[config.mk]
export PLATFORM = sky130hd
export DESIGN_NAME = sobel_nms_engine
export DESIGN_NICKNAME = d
export VERILOG_FILES = /design/src/common/pixel_pkg.sv /design/src/common/nms_pkg.sv /design/src/common/grad_if.sv /design/src/sobel/sobel_window_seq.sv /design/src/sobel/sobel_gradient.sv /design/src/sobel/gradient_polar.sv /design/src/nms/nms_output.sv /design/src/source/sobel_nms_engine.sv
export VERILOG_INCLUDE_DIRS = /design/src /design/src/common
export SDC_FILE = /design/constraint.sdc
export NUM_CORES = 1
export LEC_CHECK = 0
export ABC_AREA = 0
export ABC_CLOCK_PERIOD_IN_PS = 9800
export BUFFER_PORTS_ARGS = -buffer_cell sky130_fd_sc_hd__buf_2
export CAP_MARGIN = 20
export CORE_MARGIN = 3
export CORE_UTILIZATION = 55
export DETAILED_ROUTE_END_ITERATION = 16
export PLACE_DENSITY = 0.76
export SLEW_MARGIN = 20
export SYNTH_ARGS = -nofsm -noshare
export SYNTH_HDL_FRONTEND = slang
export SYNTH_SLANG_ARGS = --single-unit
[constraint.sdc]
create_clock -name i_clk -period 9.8 [get_ports i_clk]
set_clock_uncertainty 0.05 [all_clocks]
set_input_delay 1.47 -clock i_clk [delete_from_list [all_inputs] [get_ports i_clk]]
set_output_delay 1.47 -clock i_clk [all_outputs]
set_load 0.02 [all_outputs]
[src/common/sobel_nms_defines.svh]
`ifndef SOBEL_NMS_DEFINES_SVH
`define SOBEL_NMS_DEFINES_SVH

// pixel and patch geometry
`define PIX_W      8
`define PATCH_PIX  16

// gradient and magnitude widths
`define GRAD_W     11
`define MAG_W      12

// windows per patch, batches per run
`define SLOTS      4
`define DEPTH_INIT 4

// direction thresholds in units of 1/128
`define FRAC_W     7
`define COEF_HI    309
`define COEF_LO    53

`endif

[src/common/pixel_pkg.sv]
`default_nettype none

`include "sobel_nms_defines.svh"

package pixel_pkg;

    // one unsigned input pixel
    typedef logic [`PIX_W-1:0] pixel_t;

    // full input patch, row-major, index 0 is top-left
    typedef pixel_t [`PATCH_PIX-1:0] patch_t;

    // signed gradient component, wide enough for 4 x 255
    typedef logic signed [`GRAD_W-1:0] grad_t;

endpackage

`default_nettype wire

[src/common/nms_pkg.sv]
`default_nettype none

`include "sobel_nms_defines.svh"

package nms_pkg;

    // |gx| + |gy|
    typedef logic [`MAG_W-1:0] mag_t;

    // quantized gradient direction
    typedef enum logic [1:0] {
        DIR_VERT = 2'd0,
        DIR_DIAG = 2'd1,
        DIR_HORZ = 2'd2,
        DIR_ANTI = 2'd3
    } dir_e;

    // window position inside the 2x2 block
    typedef logic [$clog2(`SLOTS)-1:0] slot_t;

endpackage

`default_nettype wire

[src/common/grad_if.sv]
`timescale 1ns/1ps
`default_nettype none

// one window's polar gradient, valid-only handshake
interface grad_if;
    import nms_pkg::*;

    logic  valid;
    slot_t slot;
    mag_t  mag;
    dir_e  dir;

    // quantizer side
    modport src (
        output valid,
        output slot,
        output mag,
        output dir
    );

    // suppression side
    modport dst (
        input valid,
        input slot,
        input mag,
        input dir
    );

endinterface

`default_nettype wire

[src/sobel/sobel_window_seq.sv]
`timescale 1ns/1ps
`default_nettype none

`include "sobel_nms_defines.svh"

module sobel_window_seq (
    input  logic                     i_clk,
    input  logic                     i_rst_n,
    input  logic                     i_in_valid,
    input  pixel_pkg::patch_t        i_patch,
    output logic                     o_win_valid,
    output nms_pkg::slot_t           o_win_slot,
    output pixel_pkg::pixel_t [8:0]  o_window
);
    import pixel_pkg::*;
    import nms_pkg::*;

    localparam int    ROW       = 4;
    localparam slot_t LAST_SLOT = slot_t'(`SLOTS - 1);

    patch_t     patch_r;
    slot_t      slot_r;
    logic       busy_r;
    logic [3:0] base;

    // ------------------------------
    // patch capture
    always_ff @(posedge i_clk) begin
        if (i_in_valid) begin
            patch_r <= i_patch;
        end
    end

    // ------------------------------
    // window sequencing, slots 0..3 after each load
    always_ff @(posedge i_clk) begin
        if (!i_rst_n) begin
            busy_r <= 1'b0;
            slot_r <= '0;
        end else if (i_in_valid) begin
            busy_r <= 1'b1;
            slot_r <= '0;
        end else if (busy_r) begin
            slot_r <= slot_r + slot_t'(1);
            if (slot_r == LAST_SLOT) begin
                busy_r <= 1'b0;
            end
        end
    end

    // top-left pixel of the window: 0, 1, 4, 5
    assign base = {1'b0, slot_r[1], 1'b0, slot_r[0]};

    // pick the 3x3 window out of the 4x4 patch
    always_comb begin
        for (int r = 0; r < 3; r++) begin
            for (int c = 0; c < 3; c++) begin
                o_window[r*3 + c] = patch_r[base + 4'(r*ROW + c)];
            end
        end
    end

    assign o_win_valid = busy_r;
    assign o_win_slot  = slot_r;

endmodule

`default_nettype wire

[src/sobel/sobel_gradient.sv]
`timescale 1ns/1ps
`default_nettype none

`include "sobel_nms_defines.svh"

module sobel_gradient (
    input  logic                     i_clk,
    input  logic                     i_rst_n,
    input  logic                     i_win_valid,
    input  nms_pkg::slot_t           i_win_slot,
    input  pixel_pkg::pixel_t [8:0]  i_window,
    output logic                     o_valid,
    output nms_pkg::slot_t           o_slot,
    output pixel_pkg::grad_t         o_gx,
    output pixel_pkg::grad_t         o_gy
);
    import pixel_pkg::*;
    import nms_pkg::*;

    logic  s1_valid;
    slot_t s1_slot;
    grad_t s1_px [3];
    grad_t s1_py [3];

    // zero-extend a pixel into the signed gradient width
    function automatic grad_t pix(input pixel_t p);
        return {{(`GRAD_W - `PIX_W){1'b0}}, p};
    endfunction

    // ------------------------------
    // valid pipe, two stages
    always_ff @(posedge i_clk) begin
        if (!i_rst_n) begin
            s1_valid <= 1'b0;
            o_valid  <= 1'b0;
        end else begin
            s1_valid <= i_win_valid;
            o_valid  <= s1_valid;
        end
    end

    // ------------------------------
    // stage 1: partial sums
    // x kernel taken row by row, y kernel column by column
    always_ff @(posedge i_clk) begin
        if (i_win_valid) begin
            s1_slot  <= i_win_slot;
            s1_px[0] <= pix(i_window[2]) - pix(i_window[0]);
            s1_px[1] <= (pix(i_window[5]) - pix(i_window[3])) <<< 1;
            s1_px[2] <= pix(i_window[8]) - pix(i_window[6]);
            s1_py[0] <= pix(i_window[6]) - pix(i_window[0]);
            s1_py[1] <= (pix(i_window[7]) - pix(i_window[1])) <<< 1;
            s1_py[2] <= pix(i_window[8]) - pix(i_window[2]);
        end
    end

    // ------------------------------
    // stage 2: full gradients
    always_ff @(posedge i_clk) begin
        if (s1_valid) begin
            o_slot <= s1_slot;
            o_gx   <= s1_px[0] + s1_px[1] + s1_px[2];
            o_gy   <= s1_py[0] + s1_py[1] + s1_py[2];
        end
    end

endmodule

`default_nettype wire

[src/sobel/gradient_polar.sv]
`timescale 1ns/1ps
`default_nettype none

`include "sobel_nms_defines.svh"

module gradient_polar (
    input  logic              i_valid,
    input  nms_pkg::slot_t    i_slot,
    input  pixel_pkg::grad_t  i_gx,
    input  pixel_pkg::grad_t  i_gy,
    grad_if.src               o_grad
);
    import nms_pkg::*;

    // room for gx * 309 with sign
    localparam int PROD_W = `GRAD_W + `FRAC_W + 3;

    localparam logic signed [PROD_W-1:0] K_HI = PROD_W'(`COEF_HI);
    localparam logic signed [PROD_W-1:0] K_LO = PROD_W'(`COEF_LO);

    logic signed [PROD_W-1:0] gx_w;
    logic signed [PROD_W-1:0] gy_s;
    logic signed [PROD_W-1:0] t_hi;
    logic signed [PROD_W-1:0] t_lo;
    logic                     gx_neg;
    logic [3:0]               above;
    mag_t                     abs_gx;
    mag_t                     abs_gy;
    dir_e                     dir;

    // y above the line t when gx >= 0, below it when gx < 0
    function automatic logic over(input logic neg,
                                  input logic signed [PROD_W-1:0] y,
                                  input logic signed [PROD_W-1:0] t);
        return neg ? (y < t) : (y > t);
    endfunction

    // ------------------------------
    // magnitude
    assign abs_gx = i_gx[`GRAD_W-1] ? mag_t'(-i_gx) : mag_t'(i_gx);
    assign abs_gy = i_gy[`GRAD_W-1] ? mag_t'(-i_gy) : mag_t'(i_gy);

    // ------------------------------
    // direction, gy*128 against gx scaled by tan(67.5) and tan(22.5)
    assign gx_w   = PROD_W'(i_gx);
    assign gy_s   = PROD_W'(i_gy) <<< `FRAC_W;
    assign t_hi   = gx_w * K_HI;
    assign t_lo   = gx_w * K_LO;
    assign gx_neg = i_gx[`GRAD_W-1];

    assign above = {over(gx_neg, gy_s, t_hi),
                    over(gx_neg, gy_s, t_lo),
                    over(gx_neg, gy_s, -t_lo),
                    over(gx_neg, gy_s, -t_hi)};

    always_comb begin
        case (above)
            4'b1111, 4'b0000: dir = DIR_VERT;
            4'b0111:          dir = DIR_DIAG;
            4'b0011:          dir = DIR_HORZ;
            4'b0001:          dir = DIR_ANTI;
            // inconsistent flags only on threshold edges
            default:          dir = DIR_VERT;
        endcase
    end

    assign o_grad.valid = i_valid;
    assign o_grad.slot  = i_slot;
    assign o_grad.mag   = abs_gx + abs_gy;
    assign o_grad.dir   = dir;

endmodule

`default_nettype wire

[src/nms/nms_output.sv]
`timescale 1ns/1ps
`default_nettype none

`include "sobel_nms_defines.svh"

module nms_output (
    input  logic                           i_clk,
    input  logic                           i_rst_n,
    input  logic                           i_rst_eng,
    input  logic                           i_set_eng,
    grad_if.dst                            i_grad,
    output nms_pkg::mag_t [`SLOTS-1:0]     o_data,
    output logic                           o_out_valid,
    output logic                           o_done
);
    import nms_pkg::*;

    localparam int    DEPTH_W   = $clog2(`DEPTH_INIT + 1);
    localparam slot_t LAST_SLOT = slot_t'(`SLOTS - 1);

    mag_t               mag_r [`SLOTS];
    dir_e               dir_r [`SLOTS];
    mag_t [`SLOTS-1:0]  sup;
    mag_t [`SLOTS-1:0]  data_r;
    logic               blk_done_r;
    logic               out_valid_r;
    logic [DEPTH_W-1:0] depth_r;

    // ------------------------------
    // slot collection
    always_ff @(posedge i_clk) begin
        if (i_grad.valid) begin
            mag_r[i_grad.slot] <= i_grad.mag;
            dir_r[i_grad.slot] <= i_grad.dir;
        end
    end

    // ------------------------------
    // 2x2 suppression
    //   0 1
    //   2 3
    // partner is slot xor 2 (vert), xor 1 (horz), xor 3 (diagonals)
    always_comb begin
        slot_t sv;
        logic  keep;
        for (int s = 0; s < `SLOTS; s++) begin
            sv = slot_t'(s);
            case (dir_r[s])
                DIR_VERT: keep = mag_r[s] >= mag_r[sv ^ 2'b10];
                DIR_HORZ: keep = mag_r[s] >= mag_r[sv ^ 2'b01];
                // only 0 and 3 sit on the main diagonal
                DIR_DIAG: keep = (sv[0] != sv[1]) || (mag_r[s] >= mag_r[sv ^ 2'b11]);
                DIR_ANTI: keep = (sv[0] == sv[1]) || (mag_r[s] >= mag_r[sv ^ 2'b11]);
                default:  keep = 1'b1;
            endcase
            sup[s] = keep ? mag_r[s] : '0;
        end
    end

    // ------------------------------
    // output registers and batch countdown
    always_ff @(posedge i_clk) begin
        if (!i_rst_n) begin
            blk_done_r  <= 1'b0;
            out_valid_r <= 1'b0;
            data_r      <= '0;
            depth_r     <= '0;
        end else begin
            blk_done_r  <= i_grad.valid && (i_grad.slot == LAST_SLOT);
            out_valid_r <= blk_done_r;
            if (blk_done_r) begin
                data_r <= sup;
            end
            // rst_eng wins over set_eng
            if (i_rst_eng) begin
                depth_r <= '0;
            end else if (i_set_eng) begin
                depth_r <= DEPTH_W'(`DEPTH_INIT);
            end else if (blk_done_r && (depth_r != '0)) begin
                depth_r <= depth_r - DEPTH_W'(1);
            end
        end
    end

    assign o_data      = data_r;
    assign o_out_valid = out_valid_r;
    assign o_done      = out_valid_r && (depth_r == '0);

endmodule

`default_nettype wire

[src/source/sobel_nms_engine.sv]
`timescale 1ns/1ps
`default_nettype none

`include "sobel_nms_defines.svh"

module sobel_nms_engine (
    input  logic               i_clk,
    input  logic               i_rst_n,
    input  logic               i_rst_eng,
    input  logic               i_set_eng,
    input  logic               i_in_valid,
    input  pixel_pkg::pixel_t  i_data0,
    input  pixel_pkg::pixel_t  i_data1,
    input  pixel_pkg::pixel_t  i_data2,
    input  pixel_pkg::pixel_t  i_data3,
    input  pixel_pkg::pixel_t  i_data4,
    input  pixel_pkg::pixel_t  i_data5,
    input  pixel_pkg::pixel_t  i_data6,
    input  pixel_pkg::pixel_t  i_data7,
    input  pixel_pkg::pixel_t  i_data8,
    input  pixel_pkg::pixel_t  i_data9,
    input  pixel_pkg::pixel_t  i_data10,
    input  pixel_pkg::pixel_t  i_data11,
    input  pixel_pkg::pixel_t  i_data12,
    input  pixel_pkg::pixel_t  i_data13,
    input  pixel_pkg::pixel_t  i_data14,
    input  pixel_pkg::pixel_t  i_data15,
    output nms_pkg::mag_t      o_data0,
    output nms_pkg::mag_t      o_data1,
    output nms_pkg::mag_t      o_data2,
    output nms_pkg::mag_t      o_data3,
    output logic               o_out_valid,
    output logic               o_done
);
    import pixel_pkg::*;
    import nms_pkg::*;

    patch_t            patch;
    logic              win_valid;
    slot_t             win_slot;
    pixel_t [8:0]      window;
    logic              grad_valid;
    slot_t             grad_slot;
    grad_t             gx;
    grad_t             gy;
    mag_t [`SLOTS-1:0] data;

    grad_if u_grad_if ();

    // pixel 0 lands at index 0
    assign patch = {i_data15, i_data14, i_data13, i_data12,
                    i_data11, i_data10, i_data9,  i_data8,
                    i_data7,  i_data6,  i_data5,  i_data4,
                    i_data3,  i_data2,  i_data1,  i_data0};

    sobel_window_seq u_sobel_window_seq (
        .i_clk       (i_clk),
        .i_rst_n     (i_rst_n),
        .i_in_valid  (i_in_valid),
        .i_patch     (patch),
        .o_win_valid (win_valid),
        .o_win_slot  (win_slot),
        .o_window    (window)
    );

    sobel_gradient u_sobel_gradient (
        .i_clk       (i_clk),
        .i_rst_n     (i_rst_n),
        .i_win_valid (win_valid),
        .i_win_slot  (win_slot),
        .i_window    (window),
        .o_valid     (grad_valid),
        .o_slot      (grad_slot),
        .o_gx        (gx),
        .o_gy        (gy)
    );

    gradient_polar u_gradient_polar (
        .i_valid (grad_valid),
        .i_slot  (grad_slot),
        .i_gx    (gx),
        .i_gy    (gy),
        .o_grad  (u_grad_if.src)
    );

    nms_output u_nms_output (
        .i_clk       (i_clk),
        .i_rst_n     (i_rst_n),
        .i_rst_eng   (i_rst_eng),
        .i_set_eng   (i_set_eng),
        .i_grad      (u_grad_if.dst),
        .o_data      (data),
        .o_out_valid (o_out_valid),
        .o_done      (o_done)
    );

    assign o_data0 = data[0];
    assign o_data1 = data[1];
    assign o_data2 = data[2];
    assign o_data3 = data[3];

endmodule

`default_nettype wire

# --- After elaboration in Yosys (flattened, before gate mapping) ---
# Memory sizes are Yosys's and may differ from the RTL's.
# Cells that the tools add are included.
totals:
  reg_bits: 212
  ramBits: 122
  inputBits: 133
  output_inout_bits: 50
  wordCells: 161
  n_memories: 4
mem_list:
  columns: ["name", "words", "word_bits", "read_ports", "rd_ports_with_merged_regs", "wr", "line", "source"]
  rows:
  - ["u_nms_output.mag_r", 4, 12, 4, 0, 1, "nms_output.sv:21", "mag_t mag_r [`SLOTS];"]
  - ["u_sobel_gradient.s1_px", 3, 11, 3, 0, 3, "sobel_gradient.sv:22", "grad_t s1_px [3];"]
  - ["u_sobel_gradient.s1_py", 3, 11, 3, 0, 3, "sobel_gradient.sv:23", "grad_t s1_py [3];"]
  - ["u_nms_output.dir_r", 4, 2, 4, 0, 1, "nms_output.sv:22", "dir_e dir_r [`SLOTS];"]
classes:
  n_addsub: 24
  mul: 2
  n_lt_le_gt_ge: 28
  eq_ne: 17
  mux: 40
  bitwise_logic: 1
  n_reduce_logical: 13
ops:
  columns: ["operator", "count"]
  rows:
  - ["8-bit binary-select mux with 4-bit select", 7]
  - ["12-bit greater-or-equal comparator", 12]
  - ["12-bit two-way mux", 6]
  - ["8-bit two-way mux", 8]
  - ["18-bit by 21-bit greater-than comparator with 1-bit output", 3]
  - ["18-bit by 21-bit < comparator with 1-bit output", 3]
  - ["8-bit by 8-bit subtractor with 9-bit output", 6]
  - ["11-bit adder", 4]
  - ["4-bit by 5-bit < comparator with 1-bit output (second input constant)", 7]
  - ["11-bit negator with 12-bit output", 2]
  - ["11-bit by 10-bit multiplier with 21-bit output (second input constant)", 1]
  - ["18-bit negator with 21-bit output", 1]
  - ["21-bit negator", 1]
  - ["2-bit == test (second input constant)", 10]
  - ["18-bit greater-than comparator", 1]
  - ["18-bit < comparator", 1]
  - ["11-bit by 7-bit multiplier with 18-bit output (second input constant)", 1]
  - ["8-bit binary-select mux with 2-bit select", 1]
  - ["1-bit case mux with 4 select lines", 4]
  - ["12-bit adder", 1]
  - ["3-bit by 4-bit adder with 4-bit output (second input constant)", 3]
  - ["1-bit two-way mux", 11]
  - ["3-bit by 3-bit adder with 4-bit output (second input constant)", 2]
  - ["2-bit by 1-bit == test with 1-bit output (second input constant)", 4]
  - ["18 further kinds", 25]

# --- Depth between registers and ports, before layout ---
logic_depth:
  word_depth: 6
  mapped_depth: 30
  depth_no_buf: 30

# --- Modules after synthesis ---
# A second synthesis with hierarchy kept.
hier_totals:
  hier_cells: 2124
  hier_area_um2: 24466.0
modules_own_cells:
  columns: ["module", "n_inst", "cells_per_inst", "area_each_um2", "seq_area_each_um2"]
  rows:
  - ["nms_output", 1, 610, 6662.6, 2742.6]
  - ["gradient_polar", 1, 794, 6318.6, 0.0]
  - ["sobel_window_seq", 1, 227, 5811.8, 3903.7]
  - ["sobel_gradient", 1, 493, 5672.9, 2442.3]

# --- Worst setup path after synthesis ---
# Ideal clock, no wire load.
synth_timing:
  path_type: "flip-flop to flip-flop"
  from: "register u_sobel_gradient.o_gx[10]"
  to: "memory u_nms_output.dir_r[0][1] (netlist name), data pin"
  setup_time_ns: 0.146
  arrival_ns: 7.210
  t_required_ns: 9.604
  path_slack_ns: 2.394
  stages_incl_launch_ff: 27
  n_path_buf: 2
  synth_period_minus_slack_ns: 7.406
  path_cell_list: "edfxtp_1 -> inv_1 -> clkbuf_1 -> ha_1 -> ha_1 -> fa_1 -> fa_1 -> inv_1 -> fa_1 -> inv_1 -> ha_1 -> buf_2 -> a21oi_1 -> o21ai_0 -> xor2_1 -> or4_4 -> nor4_2 -> xnor2_1 -> ha_1 -> nand4_1 -> nor2_1 -> nand4_1 -> o21ai_1 -> mux2i_1 -> or3_1 -> o2bb2ai_1 -> and2_1"
synth_between:
  elab_chain_cells: 6
  word_cells_on_any_way: 20
  classes_between: "add/sub: 2; mul: 2; order compare: 8; eq/ne: 3; mux: 5"
synth_lines:
  columns: ["element", "line", "source"]
  rows:
  - ["start, declared", "sobel_gradient.sv:14", "output pixel_pkg::grad_t o_gx,"]
  - ["start signal, assigned", "sobel_gradient.sv:62", "o_gx <= s1_px[0] + s1_px[1] + s1_px[2];"]
  - ["11-bit by 10-bit multiplier with 21-bit output / 11-bit by 7-bit multiplier with 18-bit output (equally long branches)", "gradient_polar.sv:47, gradient_polar.sv:48", null]
  - ["21-bit negator / 18-bit negator with 21-bit output (equally long branches)", "gradient_polar.sv:54, gradient_polar.sv:53", null]
  - ["18-bit by 21-bit greater-than comparator with 1-bit output / 18-bit by 21-bit < comparator with 1-bit output (equally long branches)", "gradient_polar.sv:35", "return neg ? (y < t) : (y > t);"]
  - ["1-bit two-way mux", "gradient_polar.sv:35", null]
  - ["4-bit by 1-bit == test with 1-bit output (tied with other cells)", "gradient_polar.sv:57", "case (above)"]
  - ["2-bit case mux with 3 select lines *", "gradient_polar.sv:57", null]
  - ["named net u_grad_if.dir[1]", "grad_if.sv:11", "dir_e dir;"]
  - ["end, declared", "nms_output.sv:22", null]
# Mark *: on every way through the listed nets, which the timed path passes. The rest lies on a longest branch.

# --- Worst setup path after layout ---
layout_timing:
  from: "register u_sobel_gradient.o_gx[6]"
  to: "memory u_nms_output.dir_r[3][0] (netlist name), data pin"
# The elaborated chain is that of the path after synthesis.

==> results.md <==
- Status: finished, final reports clean
- IO Port Bufs: between 150 and 200
- Final Setup Violations: 0
- Synthesized netlist cell count: 2052
- Sequential fraction of the synthesis area: 0.387
- Via Count: 16076
- Crit-path max FO: 6
- First-pass GRT wire length: ~86 mm
- Post-cts hold buffer count: 0
- Final Net Count: about 2800
- Synthesis Warnings: 0
- Drt total wl: about 54 mm
- Clk buf depth: 3
- Core Area: 42000 sq um
- Die Height: 213 microns
- CTS root buffer: clkbuf_16
- Final TNS setup: 0 ns
- P&R area growth vs syn: 11.6%
- Actual slew at the worst max-slew pin: roughly 0.95 ns
- Grt met2 use: 0.403
- Critical path's slowest cell: fa_1
- H-tree levels: 2
- CTS Sinks: between 300 and 400
- Synth Area in Compound Gates: 0.129
- Crit Path Category: reg2reg
- Most used cell, CP: ha_1
- Most used DFF post-synth: edfxtp_1
- CTS buffer count: 35
- DR WL/cell: 19.2 microns
- GRT Util Overall: 0.242
- Xor/xnor cell area share of the yosys netlist: 0.0510
- Final Hold Fails: 0
- Unrepaired setup endpoints after global routing: false
- # diodes: 0
- Routability cong.: a little over 0.9
- Largest family of logic cells by synthesized area: adder cells
- Final Cycle Share: 0.774
- Asr flop ratio synth: 0
- Total die area: roughly 45000 sq um
- Syn nets: around 2600
- Vias/cell: about 5.7
- Detailed router's first-iteration violation count: about 1000
- Hold path startpoint: u_sobel_gradient.s1_slot[0]
- Worst hold path type: reg2reg
- Grt ovf: 0
- Synth top cells by count: ha_1 (364), edfxtp_1 (264), inv_1 (261), a21oi_1 (103), a21o_1 (95)
- Place WS: about 2.3 ns
- Tmin final: roughly 7.6 ns
- Met3 Use GR: 0.0388
- CP Capture Type: register
- Post-synthesis mux area share: 0.0524
- Largest net degree at the start of global routing: 84
- Hold path depth: 0
- Vias in the first global route: around 17000
- Max-cap violation count: 0
- RR Endpoint: u_nms_output.dir_r[3][0]
- Synth area leader: edfxtp_1
- Simple-Gate Fraction of Synth Area: 0.0742
- Top-area cell type share of the netlist area: 0.338
- # IOs: between 150 and 200
- Fmax: roughly 130 MHz
- Slowest stage delay, CP: between 0.5 and 0.6 ns
- Reg2reg setup slack: 2.21 ns
- Reg clk slew, reported paths: around 0.060 ns
- First-pass DRT Iterations: 5
- Final slew viol count: 0
- Fraction of layout cells with a size suffix above 1: 0.140
- Synthesized area: about 23000 sq um
- Post-cts resize count: 0
- Netlist cell types: 89
- Initial antenna violation count: 1
- Starting Density: 0.559
- Crit path launch type: register
- Post-Synth Adder-Cell Area: 0.258
- Residual DRC: 0
- Worst hold endpoint: u_sobel_gradient.o_slot[0]
- Register bit total from synthesis: approximately 320
- Synth Area per Inst: 11.4 sq um
- Gr busiest metal: met2
- Max_slew headroom: 0.363
- # rows: 75
- Worst flop-to-flop path startpoint: u_sobel_gradient.o_gx[6]
- Depth of the most critical reg-to-reg path: 26
- Clk_lat worst skew: roughly 0.55 ns
- Post-route setup slack: between 2 and 2.5 ns
- GR Util met1: 0.320
- Antenna viol nets, final: 0
- Number of synthesized flops with an enable pin: 264
- Worst EP arrival: a little under 8 ns
- Die X: about 210 microns
- CTS tree: built
- HPWL after DPL: 43.3 mm
- Postcts setup bufs: 0
- CP required: about 10 ns
- Most frequent cell after synthesis: ha_1
- Largest cells by area after synthesis: edfxtp_1 (34%), ha_1 (19%), fa_1 (6.4%)
-- metal layers --
layer / wire (microns) / up-vias
li1: - / 7773
met1: 23700 / 7690
met2: 25300 / 484
met3: 2950 / 127
met4: 2100 / 2
met5: 13 / -
-- cells in the final DEF, fill, tap and decap left out, drive strengths merged, types with 14 or more instances in the layout --
cell	synthesis	layout
clkbuf	29	46
inv	261	264
nand3	16	16
ha	364	364
nand4	22	22
mux4	19	19
mux2	18	18
buf	8	193
nor3	14	14
xnor2	82	82
mux2i	60	60
a22o	26	26
o31ai	21	21
o21bai	14	14
nor2b	31	31
o21a	29	29
nand2	81	81
a21o	95	95
fa	75	75
edfxtp	264	264
o21ai	68	68
nand2b	31	31
dfxtp	58	58
nor2	66	66
xor2	48	48
a21oi	104	104
-- critical path: cells and delay by family (launching register included) --
kind	cells	cell delay (ns)
adders and majority gates	7	2.89
xor gates and xnor gates	2	0.35
DFF	1	0.53
AOI/OAI and AO/OA	5	1.21
muxes	1	0.12
and+or+nand+nor	8	1.88
buffers and inverters	3	0.39
-- kinds of logic after synthesis --
| logic type | after synthesis |
|---|---|
| AOI/OAI and AO/OA | 442 |
| xor gates and xnor gates | 132 |
| adders and majority gates | 440 |
| buffers and inverters | 298 |
| DFF | 322 |
| muxes | 97 |
| and+or+nand+nor | 321 |
-- flip-flops by register name, summed over array words and instances, names as in the netlist, 2 cells and up --
name,count
u_sobel_window_seq.patch_r,128
u_nms_output.mag_r,48
u_nms_output.o_data,48
u_sobel_gradient.s1_px,27
u_sobel_gradient.s1_py,27
u_sobel_gradient.o_gx,11
u_sobel_gradient.o_gy,11
u_nms_output.dir_r,8
u_nms_output.depth_r,3
u_sobel_gradient.o_slot,2
u_sobel_gradient.s1_slot,2
u_sobel_window_seq.o_win_slot,2
-- worst max-delay path by stage --
| stage | start | endpoint | cells after the start |
|---|---|---|---|
| 6_report | u_sobel_gradient.o_gx[6] | u_nms_output.dir_r[3][0] | 26 |
| 3_3_place_gp | u_sobel_gradient.o_gx[6] | u_nms_output.dir_r[0][0] | 26 |
| 5_1_grt | u_sobel_gradient.o_gx[6] | u_nms_output.dir_r[3][0] | 26 |
| 2_1_floorplan | u_sobel_gradient.o_gx[10] | u_nms_output.dir_r[0][1] | 26 |
| 4_1_cts | u_sobel_gradient.o_gx[6] | u_nms_output.dir_r[3][0] | 26 |
| 3_5_place_dp | u_sobel_gradient.o_gx[6] | u_nms_output.dir_r[3][0] | 27 |
-- per-stage QoR --
stage / instance area (sq um) / cells / hold slack (ns) / utilization
floorplan: 23500 / 2052 / 0.350 / -
global placement: 25000 / 2747 / 0.351 / 0.595
detailed placement: 25000 / 2747 / 0.367 / 0.595
CTS: 26200 / 2809 / 0.380 / 0.623
global route: 26200 / 2810 / 0.388 / 0.623
finish: 26200 / 2810 / 0.379 / 0.623
-- layout make-up --
| class | count | area, sq um |
|---|---|---|
| timing repair buffer | 194 | 1000 |
| fill | 3295 | 15800 |
| multi-input combinational | 1432 | 13300 |
| inverter | 261 | 980 |
| clock buffer | 45 | 935 |
| sequential | 322 | 9100 |
| clock inverter | 17 | 234 |
| tap | 539 | 674 |
Power is left out: the tool's default activity adds up to more than one toggle a clock period on the data nets, which glitch-free logic cannot reach.
